**config.mk**
```make
export PLATFORM = sky130hd
export DESIGN_NAME = copy_chain_top
export DESIGN_NICKNAME = d
export VERILOG_FILES = /design/src/design/stream_pkg.sv /design/src/design/copy_pkg.sv /design/src/design/copy_chain_top.sv /design/src/design/copy_sink.sv /design/src/design/copy_slice.sv /design/src/design/copy_source.sv
export VERILOG_INCLUDE_DIRS = /design/src /design/src/design
export SDC_FILE = /design/constraint.sdc
export NUM_CORES = 1
export LEC_CHECK = 0
export ABC_CLOCK_PERIOD_IN_PS = 3130
export BUFFER_PORTS_ARGS = -buffer_cell sky130_fd_sc_hd__clkbuf_2
export CAP_MARGIN = 25
export CORE_UTILIZATION = 54
export DETAILED_ROUTE_END_ITERATION = 10
export GPL_TIMING_DRIVEN = 0
export PLACE_DENSITY = 0.87
export SLEW_MARGIN = 20
export SYNTH_ARGS = -nofsm -noshare
export SYNTH_HDL_FRONTEND = slang
export SYNTH_SLANG_ARGS = --single-unit
```
**constraint.sdc**
```tcl
create_clock -name clk_i -period 3.13 [get_ports clk_i]
set_input_delay 0.313 -clock clk_i [delete_from_list [all_inputs] [get_ports clk_i]]
set_output_delay 0.313 -clock clk_i [all_outputs]
set_load 0.02 [all_outputs]
```
**src/design/copy_chain_cfg.svh**
```systemverilog
// width and depth macros for the copy chain, include wherever a width or the slice count is needed
`ifndef COPY_CHAIN_CFG_SVH
`define COPY_CHAIN_CFG_SVH

// ~~~~~~~~~~~~~~~~~~~~~~~~~~~~~~~~~~~~~~~~~~~~~~~~~~~~~~~~~~~~
// original stream
// data bits per beat, one word
`define CC_DATA_W 32
// one strobe bit per data byte
`define CC_STRB_W (`CC_DATA_W / 8)

// ~~~~~~~~~~~~~~~~~~~~~~~~~~~~~~~~~~~~~~~~~~~~~~~~~~~~~~~~~~~~
// copy stream
// sized for parity mode, raise to CC_DATA_W for a full copy
`define CC_COPY_W `CC_STRB_W

// register slices between source and sink
`define CC_NUM_SLICES 3

`endif

```
**src/design/stream_pkg.sv**
```systemverilog
// beat structs for the original stream and its reduced copy, imported by RTL and testbench
`include "copy_chain_cfg.svh"

package stream_pkg;

  // ~~~~~~~~~~~~~~~~~~~~~~~~~~~~~~~~~~~~~~~~~~~~~~~~~~~~~~~~~~~~
  // original stream payload

  typedef struct packed {
    logic [`CC_DATA_W-1:0] data;  // payload word
    logic [`CC_STRB_W-1:0] strb;  // byte enables
  } orig_beat_t;

  // ~~~~~~~~~~~~~~~~~~~~~~~~~~~~~~~~~~~~~~~~~~~~~~~~~~~~~~~~~~~~
  // copy stream payload
  // travels beside the original in its own registers,
  // the meaning of cdata depends on the copy mode

  typedef struct packed {
    logic [`CC_COPY_W-1:0] cdata;  // full data, parity bits or zero
    logic [`CC_STRB_W-1:0] cstrb;  // strobe copy or zero
  } copy_beat_t;

  // handy widths for users that size things off the structs
  localparam int unsigned ORIG_BEAT_W = $bits(orig_beat_t);
  localparam int unsigned COPY_BEAT_W = $bits(copy_beat_t);

endpackage

```
**src/design/copy_pkg.sv**
```systemverilog
// copy mode encoding and the beat reduction that source and sink both call
`include "copy_chain_cfg.svh"

package copy_pkg;

  import stream_pkg::*;

  // how deep the copy goes, must match on source and sink
  typedef enum logic [1:0] {
    CM_FULL   = 2'd0,  // data and strobe copied as is
    CM_PARITY = 2'd1,  // one parity bit per byte, strobe copied
    CM_STRB   = 2'd2,  // strobe only
    CM_ZERO   = 2'd3   // handshake only
  } copy_mode_e;

  localparam int unsigned BYTE_W = `CC_DATA_W / `CC_STRB_W;  // bits per strobe lane

  // reduce one original beat to its copy, unused bits stay zero
  function automatic copy_beat_t copy_of(orig_beat_t beat, copy_mode_e mode);
    copy_beat_t c;
    c = '0;
    case (mode)
      CM_FULL: begin
        for (int i = 0; i < `CC_COPY_W; i++) begin
          if (i < `CC_DATA_W) begin
            c.cdata[i] = beat.data[i];  // width checked in the source
          end
        end
        c.cstrb = beat.strb;
      end
      CM_PARITY: begin
        for (int i = 0; i < `CC_STRB_W; i++) begin
          if (i < `CC_COPY_W) begin
            c.cdata[i] = ^beat.data[i*BYTE_W +: BYTE_W];  // even parity of byte i
          end
        end
        c.cstrb = beat.strb;
      end
      CM_STRB: c.cstrb = beat.strb;
      default: c = '0;  // CM_ZERO, only the valid is carried
    endcase
    return c;
  endfunction

endpackage

```
**src/design/copy_chain_top.sv**
```systemverilog
// top of the protected stream pipeline, source then a chain of slices then the checking sink
`timescale 1ns/1ps
`include "copy_chain_cfg.svh"

module copy_chain_top import stream_pkg::*, copy_pkg::*; #(
  parameter copy_mode_e MODE = CM_PARITY
) (
  input  logic       clk_i,
  input  logic       rst_ni,
  input  logic       in_valid_i,
  output logic       in_ready_o,
  input  orig_beat_t in_beat_i,
  input  logic       inject_i,     // self-test, corrupts one copy beat
  output logic       out_valid_o,
  input  logic       out_ready_i,
  output orig_beat_t out_beat_o,
  input  logic       clear_i,
  output logic       fault_o,
  output logic       alarm_o
);

  localparam int unsigned N = `CC_NUM_SLICES;

  // forward halves of a link, ready runs the other way
  typedef struct packed {
    logic       valid;
    orig_beat_t beat;
  } orig_link_t;

  typedef struct packed {
    logic       valid;
    copy_beat_t beat;
  } copy_link_t;

  orig_link_t orig_link [N+1];  // 0 from source, N into sink
  copy_link_t copy_link [N+1];
  logic [N:0] link_ready;

  // ~~~~~~~~~~~~~~~~~~~~~~~~~~~~~~~~~~~~~~~~~~~~~~~~~~~~~~~~~~~~
  // source

  copy_source #(.MODE(MODE)) u_source (
    .in_valid_i   (in_valid_i),
    .in_ready_o   (in_ready_o),
    .in_beat_i    (in_beat_i),
    .inject_i     (inject_i),
    .orig_valid_o (orig_link[0].valid),
    .orig_beat_o  (orig_link[0].beat),
    .copy_valid_o (copy_link[0].valid),
    .copy_beat_o  (copy_link[0].beat),
    .ready_i      (link_ready[0])
  );

  // ~~~~~~~~~~~~~~~~~~~~~~~~~~~~~~~~~~~~~~~~~~~~~~~~~~~~~~~~~~~~
  // slice chain

  for (genvar i = 0; i < N; i++) begin : g_slice
    copy_slice u_slice (
      .clk_i           (clk_i),
      .rst_ni          (rst_ni),
      .up_orig_valid_i (orig_link[i].valid),
      .up_orig_beat_i  (orig_link[i].beat),
      .up_copy_valid_i (copy_link[i].valid),
      .up_copy_beat_i  (copy_link[i].beat),
      .up_ready_o      (link_ready[i]),
      .dn_orig_valid_o (orig_link[i+1].valid),
      .dn_orig_beat_o  (orig_link[i+1].beat),
      .dn_copy_valid_o (copy_link[i+1].valid),
      .dn_copy_beat_o  (copy_link[i+1].beat),
      .dn_ready_i      (link_ready[i+1])
    );
  end

  // ~~~~~~~~~~~~~~~~~~~~~~~~~~~~~~~~~~~~~~~~~~~~~~~~~~~~~~~~~~~~
  // sink and outputs

  copy_sink #(.MODE(MODE)) u_sink (
    .clk_i        (clk_i),
    .rst_ni       (rst_ni),
    .orig_valid_i (orig_link[N].valid),
    .orig_beat_i  (orig_link[N].beat),
    .copy_valid_i (copy_link[N].valid),
    .copy_beat_i  (copy_link[N].beat),
    .ready_i      (out_ready_i),
    .ready_o      (link_ready[N]),   // last slice sees the outside ready
    .clear_i      (clear_i),
    .fault_o      (fault_o),
    .alarm_o      (alarm_o)
  );

  assign out_valid_o = orig_link[N].valid;
  assign out_beat_o  = orig_link[N].beat;

endmodule

```
**src/design/copy_sink.sv**
```systemverilog
// tail of the copy chain, recomputes the copy from the original and raises a registered fault and a sticky alarm
`timescale 1ns/1ps

module copy_sink import stream_pkg::*, copy_pkg::*; #(
  parameter copy_mode_e MODE = CM_PARITY  // must match the source
) (
  input  logic       clk_i,
  input  logic       rst_ni,
  input  logic       orig_valid_i,
  input  orig_beat_t orig_beat_i,
  input  logic       copy_valid_i,
  input  copy_beat_t copy_beat_i,
  input  logic       ready_i,     // downstream ready of the original
  output logic       ready_o,     // back into the last slice
  input  logic       clear_i,     // drops the alarm
  output logic       fault_o,
  output logic       alarm_o
);

  // which copy fields the mode carries
  localparam bit USE_DATA = (MODE == CM_FULL) || (MODE == CM_PARITY);
  localparam bit USE_STRB = (MODE != CM_ZERO);

  copy_beat_t ref_beat;     // copy rebuilt from the original
  logic       valid_fault;
  logic       data_fault;
  logic       strb_fault;
  logic       fault_d;

  // handshake straight through, the copy has no ready of its own
  assign ready_o = ready_i;

  // ~~~~~~~~~~~~~~~~~~~~~~~~~~~~~~~~~~~~~~~~~~~~~~~~~~~~~~~~~~~~
  // compare

  assign ref_beat    = copy_of(orig_beat_i, MODE);
  assign valid_fault = orig_valid_i ^ copy_valid_i;

  // payload only means something while a beat is held
  assign data_fault = USE_DATA && orig_valid_i
                      && (copy_beat_i.cdata != ref_beat.cdata);
  assign strb_fault = USE_STRB && orig_valid_i
                      && (copy_beat_i.cstrb != ref_beat.cstrb);

  assign fault_d = valid_fault | data_fault | strb_fault;

  // ~~~~~~~~~~~~~~~~~~~~~~~~~~~~~~~~~~~~~~~~~~~~~~~~~~~~~~~~~~~~
  // fault and alarm flops

  // registered so the compare tree stays off the output path
  always_ff @(posedge clk_i or negedge rst_ni) begin
    if (!rst_ni) begin
      fault_o <= 1'b0;
      alarm_o <= 1'b0;
    end else begin
      fault_o <= fault_d;
      alarm_o <= fault_d | (alarm_o & ~clear_i);  // new fault beats clear
    end
  end

endmodule

```
**src/design/copy_slice.sv**
```systemverilog
// one register stage of the chain, carries the original and its copy side by side in separate flops
`timescale 1ns/1ps

module copy_slice import stream_pkg::*; (
  input  logic       clk_i,
  input  logic       rst_ni,
  // upstream side
  input  logic       up_orig_valid_i,
  input  orig_beat_t up_orig_beat_i,
  input  logic       up_copy_valid_i,
  input  copy_beat_t up_copy_beat_i,
  output logic       up_ready_o,       // shared by both streams
  // downstream side
  output logic       dn_orig_valid_o,
  output orig_beat_t dn_orig_beat_o,
  output logic       dn_copy_valid_o,
  output copy_beat_t dn_copy_beat_o,
  input  logic       dn_ready_i        // original ready only
);

  logic       orig_valid_q;
  logic       copy_valid_q;  // own flop so a stray copy valid shows up
  orig_beat_t orig_beat_q;
  copy_beat_t copy_beat_q;
  logic       xfer;          // original beat accepted

  // ~~~~~~~~~~~~~~~~~~~~~~~~~~~~~~~~~~~~~~~~~~~~~~~~~~~~~~~~~~~~
  // handshake

  // free slot, or the held beat leaves this cycle
  assign up_ready_o = ~orig_valid_q | dn_ready_i;
  assign xfer       = up_orig_valid_i & up_ready_o;

  // ~~~~~~~~~~~~~~~~~~~~~~~~~~~~~~~~~~~~~~~~~~~~~~~~~~~~~~~~~~~~
  // storage

  // valids refill whenever the slot opens, so both sides track each other
  always_ff @(posedge clk_i or negedge rst_ni) begin
    if (!rst_ni) begin
      orig_valid_q <= 1'b0;
      copy_valid_q <= 1'b0;
    end else if (up_ready_o) begin
      orig_valid_q <= up_orig_valid_i;
      copy_valid_q <= up_copy_valid_i;  // taken even if it disagrees
    end
  end

  // payload moves on the original transfer, held under stall
  always_ff @(posedge clk_i) begin
    if (xfer) begin
      orig_beat_q <= up_orig_beat_i;
      copy_beat_q <= up_copy_beat_i;
    end
  end

  assign dn_orig_valid_o = orig_valid_q;
  assign dn_orig_beat_o  = orig_beat_q;
  assign dn_copy_valid_o = copy_valid_q;
  assign dn_copy_beat_o  = copy_beat_q;

endmodule

```
**src/design/copy_source.sv**
```systemverilog
// head of the copy chain, forwards the input stream and builds the copy beat with optional self-test corruption
`timescale 1ns/1ps
`include "copy_chain_cfg.svh"

module copy_source import stream_pkg::*, copy_pkg::*; #(
  parameter copy_mode_e MODE = CM_PARITY  // must match the sink
) (
  input  logic       in_valid_i,
  output logic       in_ready_o,
  input  orig_beat_t in_beat_i,
  input  logic       inject_i,      // corrupt the copy of this beat
  output logic       orig_valid_o,
  output orig_beat_t orig_beat_o,
  output logic       copy_valid_o,
  output copy_beat_t copy_beat_o,
  input  logic       ready_i        // shared ready from the first slice
);

  logic       accept;      // beat moves this cycle
  logic       corrupt;     // self-test hits this beat
  copy_beat_t copy_clean;  // copy before any corruption

  // ~~~~~~~~~~~~~~~~~~~~~~~~~~~~~~~~~~~~~~~~~~~~~~~~~~~~~~~~~~~~
  // elaboration checks on the copy width

  if (MODE == CM_FULL && `CC_COPY_W < `CC_DATA_W) begin : g_chk_full
    $fatal(1, "copy_source: full copy needs CC_COPY_W >= CC_DATA_W");
  end
  if (MODE == CM_PARITY && `CC_COPY_W < `CC_STRB_W) begin : g_chk_parity
    $fatal(1, "copy_source: parity copy needs CC_COPY_W >= CC_STRB_W");
  end

  // ~~~~~~~~~~~~~~~~~~~~~~~~~~~~~~~~~~~~~~~~~~~~~~~~~~~~~~~~~~~~
  // original stream passes through, copy ready follows it

  assign in_ready_o   = ready_i;
  assign orig_valid_o = in_valid_i;
  assign orig_beat_o  = in_beat_i;

  assign accept     = in_valid_i & ready_i;
  assign corrupt    = accept & inject_i;  // only on a real transfer
  assign copy_clean = copy_of(in_beat_i, MODE);

  // copy side, flip the lowest bit the mode actually carries
  always_comb begin
    copy_valid_o = in_valid_i;
    copy_beat_o  = copy_clean;
    if (corrupt) begin
      case (MODE)
        CM_FULL, CM_PARITY: copy_beat_o.cdata[0] = ~copy_clean.cdata[0];
        CM_STRB:            copy_beat_o.cstrb[0] = ~copy_clean.cstrb[0];
        default:            copy_valid_o = 1'b0;  // nothing but the valid to hit
      endcase
    end
  end

endmodule

```
==> summary.md <==
| Metric | Value |
|---|---|
| Peak VDD IR | `approximately 0.54 mV` |
| TritonCTS clock tree | `built` |
| Avg Inst Size Synth | `22.0 um2` |
| DR iter-0 viols | `48` |
| Die Ht | `92.3 um` |
| Port bufs | `between 80 and 90` |
| Outcome | `finished clean` |
| Fin nets | `about 380` |
| Crit path top cell by count | `xnor2_1` |
| Setup violators final | `0` |
| Met1 usage | `around 16%` |
| Syn nets | `242` |
| H-tree depth | `4` |
| Worst Setup SP | `g_slice[2].u_slice.dn_orig_beat_o[14]` |
| R2R Path Start | `g_slice[2].u_slice.dn_orig_beat_o[14]` |
| Via density | `4.73` |
| Worst-path clk slew | `60 ps` |
| CP delay by family, top | `XOR/XNOR gates` |
| Crit share post-route | `between 60% and 70%` |
| Io pins | `between 80 and 90` |
| Most common cell after layout, fill and taps aside | `edfxtp_1` |
| Achievable Freq | `521 MHz` |
| EDFF count, synth | `between 100 and 150` |
| Number of fill cells | `~450` |
| PnR worst setup slack | `about 1200 ps` |
| Hold slack | `between 15 and 20 ps` |
| Yosys reg bits | `125` |
| Worst endpoint required time | `about 3500 ps` |
| First-pass GRT wire length | `approximately 10,000 um` |
| Worst hold path type | `in -> reg` |
| Fin Setup TNS | `0 ps` |
| Sw frac | `23.9%` |
| Die ar. | `around 8500 um2` |
| Routed WL | `approximately 6700 um` |
| Met3 global-route usage | `under 10%` |
| Worst-skew pair later-pin latency | `between 500 and 600 ps` |
| DPL Wire Length | `3940 um` |
| Area Growth Syn to Fin | `34.5%` |
| Initial antenna violation count | `0` |
| ANT nets after route | `0` |
| Setup Fix Bufs, Post-CTS | `0` |
| Crit path buf inv count | `0` |
| Initial Utilization | `between 50% and 60%` |
| Met2 global-route usage | `between 30 and 40%` |
| Synth Cell Area | `4400 um2` |
| CP max stage delay | `between 400 and 500 ps` |
| Commonest non-fill, non-tap cells in the layout | `edfxtp_1 (120), clkbuf_2 (81), xnor2_1 (45)` |
| Netlist cell types | `15` |
| Cell breakdown of the critical path | `xnor2_1, xnor3_2, xnor2_1, o41a_1, a21o_1` |
| Leakage power | `about 2.2 nW` |
| Clock root cell | `clkbuf_8` |
| Vias | `~2.1k` |
| Least-Margin Pin Slew | `293 ps` |
| Fraction of layout cells with a size suffix above 1 | `between 30% and 40%` |
| Gr usage total | `17.7%` |
| Number of global-route vias before repair | `approximately 2.2k` |
| RSZ-0062 raised after global routing | `no` |
| Prevailing post-synth register cell | `edfxtp_1` |
| Combinational share of power | `a little under an eighth` |
| Cells after Synth | `200` |
| Fin cells | `between 400 and 500` |
| Routability Congestion | `roughly 0.75` |
| Placed cells | `386` |
| Pre-antenna DRT Iters | `4` |
| Clock sinks | `125` |
| WS Path Type | `reg -> reg` |
| Tmin final | `1920 ps` |
| Die X | `~92 um` |
| Final Slew Violations | `0` |
| Max cap viols | `0` |
| Ys async rst share | `4.00%` |
| Psw | `between 0.001 and 0.0015 W` |
| Arr. time, crit path | `between 2000 and 2500 ps` |
| Clock Tree Buf Depth | `2` |
| Core box area | `~7800 um2` |
| Sequential Power Share | `a little under half` |
| Final Power | `around 0.0046 W` |
| Register area share after synthesis | `roughly 85%` |
| Largest net degree at the start of global routing | `33` |
| Pre-CTS setup slack | `around 1200 ps` |
| HP Start | `in_beat_i[31]` |
| Endpoint type of the worst setup path | `flop` |
| Skew final | `between 7 and 8 ps` |
| Cell area power density | `770 nW/um2` |
| Row cnt | `32` |
| CP Launch Type | `flop` |
| # diodes | `0` |
| Cts bufs inserted | `17` |
| Crit path max fanout | `2` |
| Critical path's slowest cell | `o41a_1` |
| Number of remaining DRC errors | `0` |
| Headroom to the max-slew limit | `between 80% and 90%` |
| Most Used Layer, Global Route | `met2` |
| Gr ovfl total | `0` |
| Drt wl/cell | `~15 um` |
| P_int | `between 0.003 and 0.004 W` |
| Clk pwr share | `41.8%` |
| Yosys warns | `0` |
| Final hold violation count | `0` |
cell usage after synthesis (2+ instances only):
cell	n	area [um2]
and2_1	3	18.8
buf_4	4	30.0
dfrtp_1	5	125
edfxtp_1	120	3600
nand2_1	2	7.51
nand2b_1	4	25.0
xnor2_1	45	394
xnor3_1	3	67.6
xor2_1	8	70.1
sequential cells by signal, summed over array words and instances, names as in the netlist:
name                             cells
g_slice.u_slice.dn_copy_beat_o      12
g_slice.u_slice.dn_copy_valid_o      1
g_slice.u_slice.dn_orig_valid_o      2
u_sink.fault_o                       1
g_slice.u_slice.dn_orig_beat_o     108
u_sink.alarm_o                       1
kinds of logic (layout without fill, tap and decap cells):
group | Yosys count | in the layout | share of synthesized area (%)
flops | 125 | 125 | 84.8
simple gates | 11 | 11 | 1.42
compound gates | 2 | 2 | 0.427
xor+xnor | 57 | 57 | 12.6
buf+inv | 5 | 154 | 0.768
routing by layer:
| layer | vias to the layer above | share of wire, % |
|---|---|---|
| met2 | 65 | 59 |
| li1 | 1017 | - |
| met4 | 0 | 3.4 |
| met3 | 17 | 4.0 |
| met1 | 1032 | 34 |
| met5 | - | 0 |
power groups by stage:
stage	Combinational (W)	Sequential, W	Clock, W
5_1_grt	0.000593	0.00212	0.00200
3_3_place_gp	0.000482	0.00214	0
3_5_place_dp	0.000510	0.00214	0
6_report	0.000544	0.00211	0.00191
2_1_floorplan	0.000280	0.00220	0
4_1_cts	0.000544	0.00211	0.00193
final timing paths:
| check | endpoint | slack [ps] | cells past startpoint |
|---|---|---|---|
| worst max-delay path | u_sink.alarm_o | 1210 | 5 |
| worst min-delay path | g_slice[0].u_slice.dn_orig_beat_o[31] | 20 | 1 |
| worst max register to register | u_sink.alarm_o | 1210 | 5 |
| worst min register to register | g_slice[2].u_slice.dn_orig_beat_o[5] | 420 | 0 |
| max in group asynchronous | u_sink.alarm_o | 2850 | 2 |
| min in group asynchronous | g_slice[2].u_slice.dn_copy_valid_o | 140 | 2 |
through the flow:
stage                     instance area (um2)  utilization [%]
after CTS                                5890             75.4
after global placement                   4930             63.2
final                                    5920             75.8
after detailed placement                 5000             64.0
after floorplan                          4400                -
after global routing                     5920             75.8
layout make-up:
class | count | area (um2) | area share, %
well taps | 102 | 128 | 2.16
clock inverters | 15 | 178 | 3.00
clock buffers | 17 | 414 | 7.00
plain buffers | 4 | 30.0 | 0.507
multi-input cells | 70 | 641 | 10.8
flip-flops and latches | 125 | 3730 | 63.0
inverters | 1 | 3.75 | 0.0634
repair buffers | 117 | 796 | 13.4
timing repair:
item | 4_1_cts | 5_1_grt
gates resized for setup | 0 | 0
hold buffers | 30 | 3
endpoints found under the setup margin | 0 | 0
endpoints found under the hold margin | 34 | 3
(Power assumes the default switching activity.)
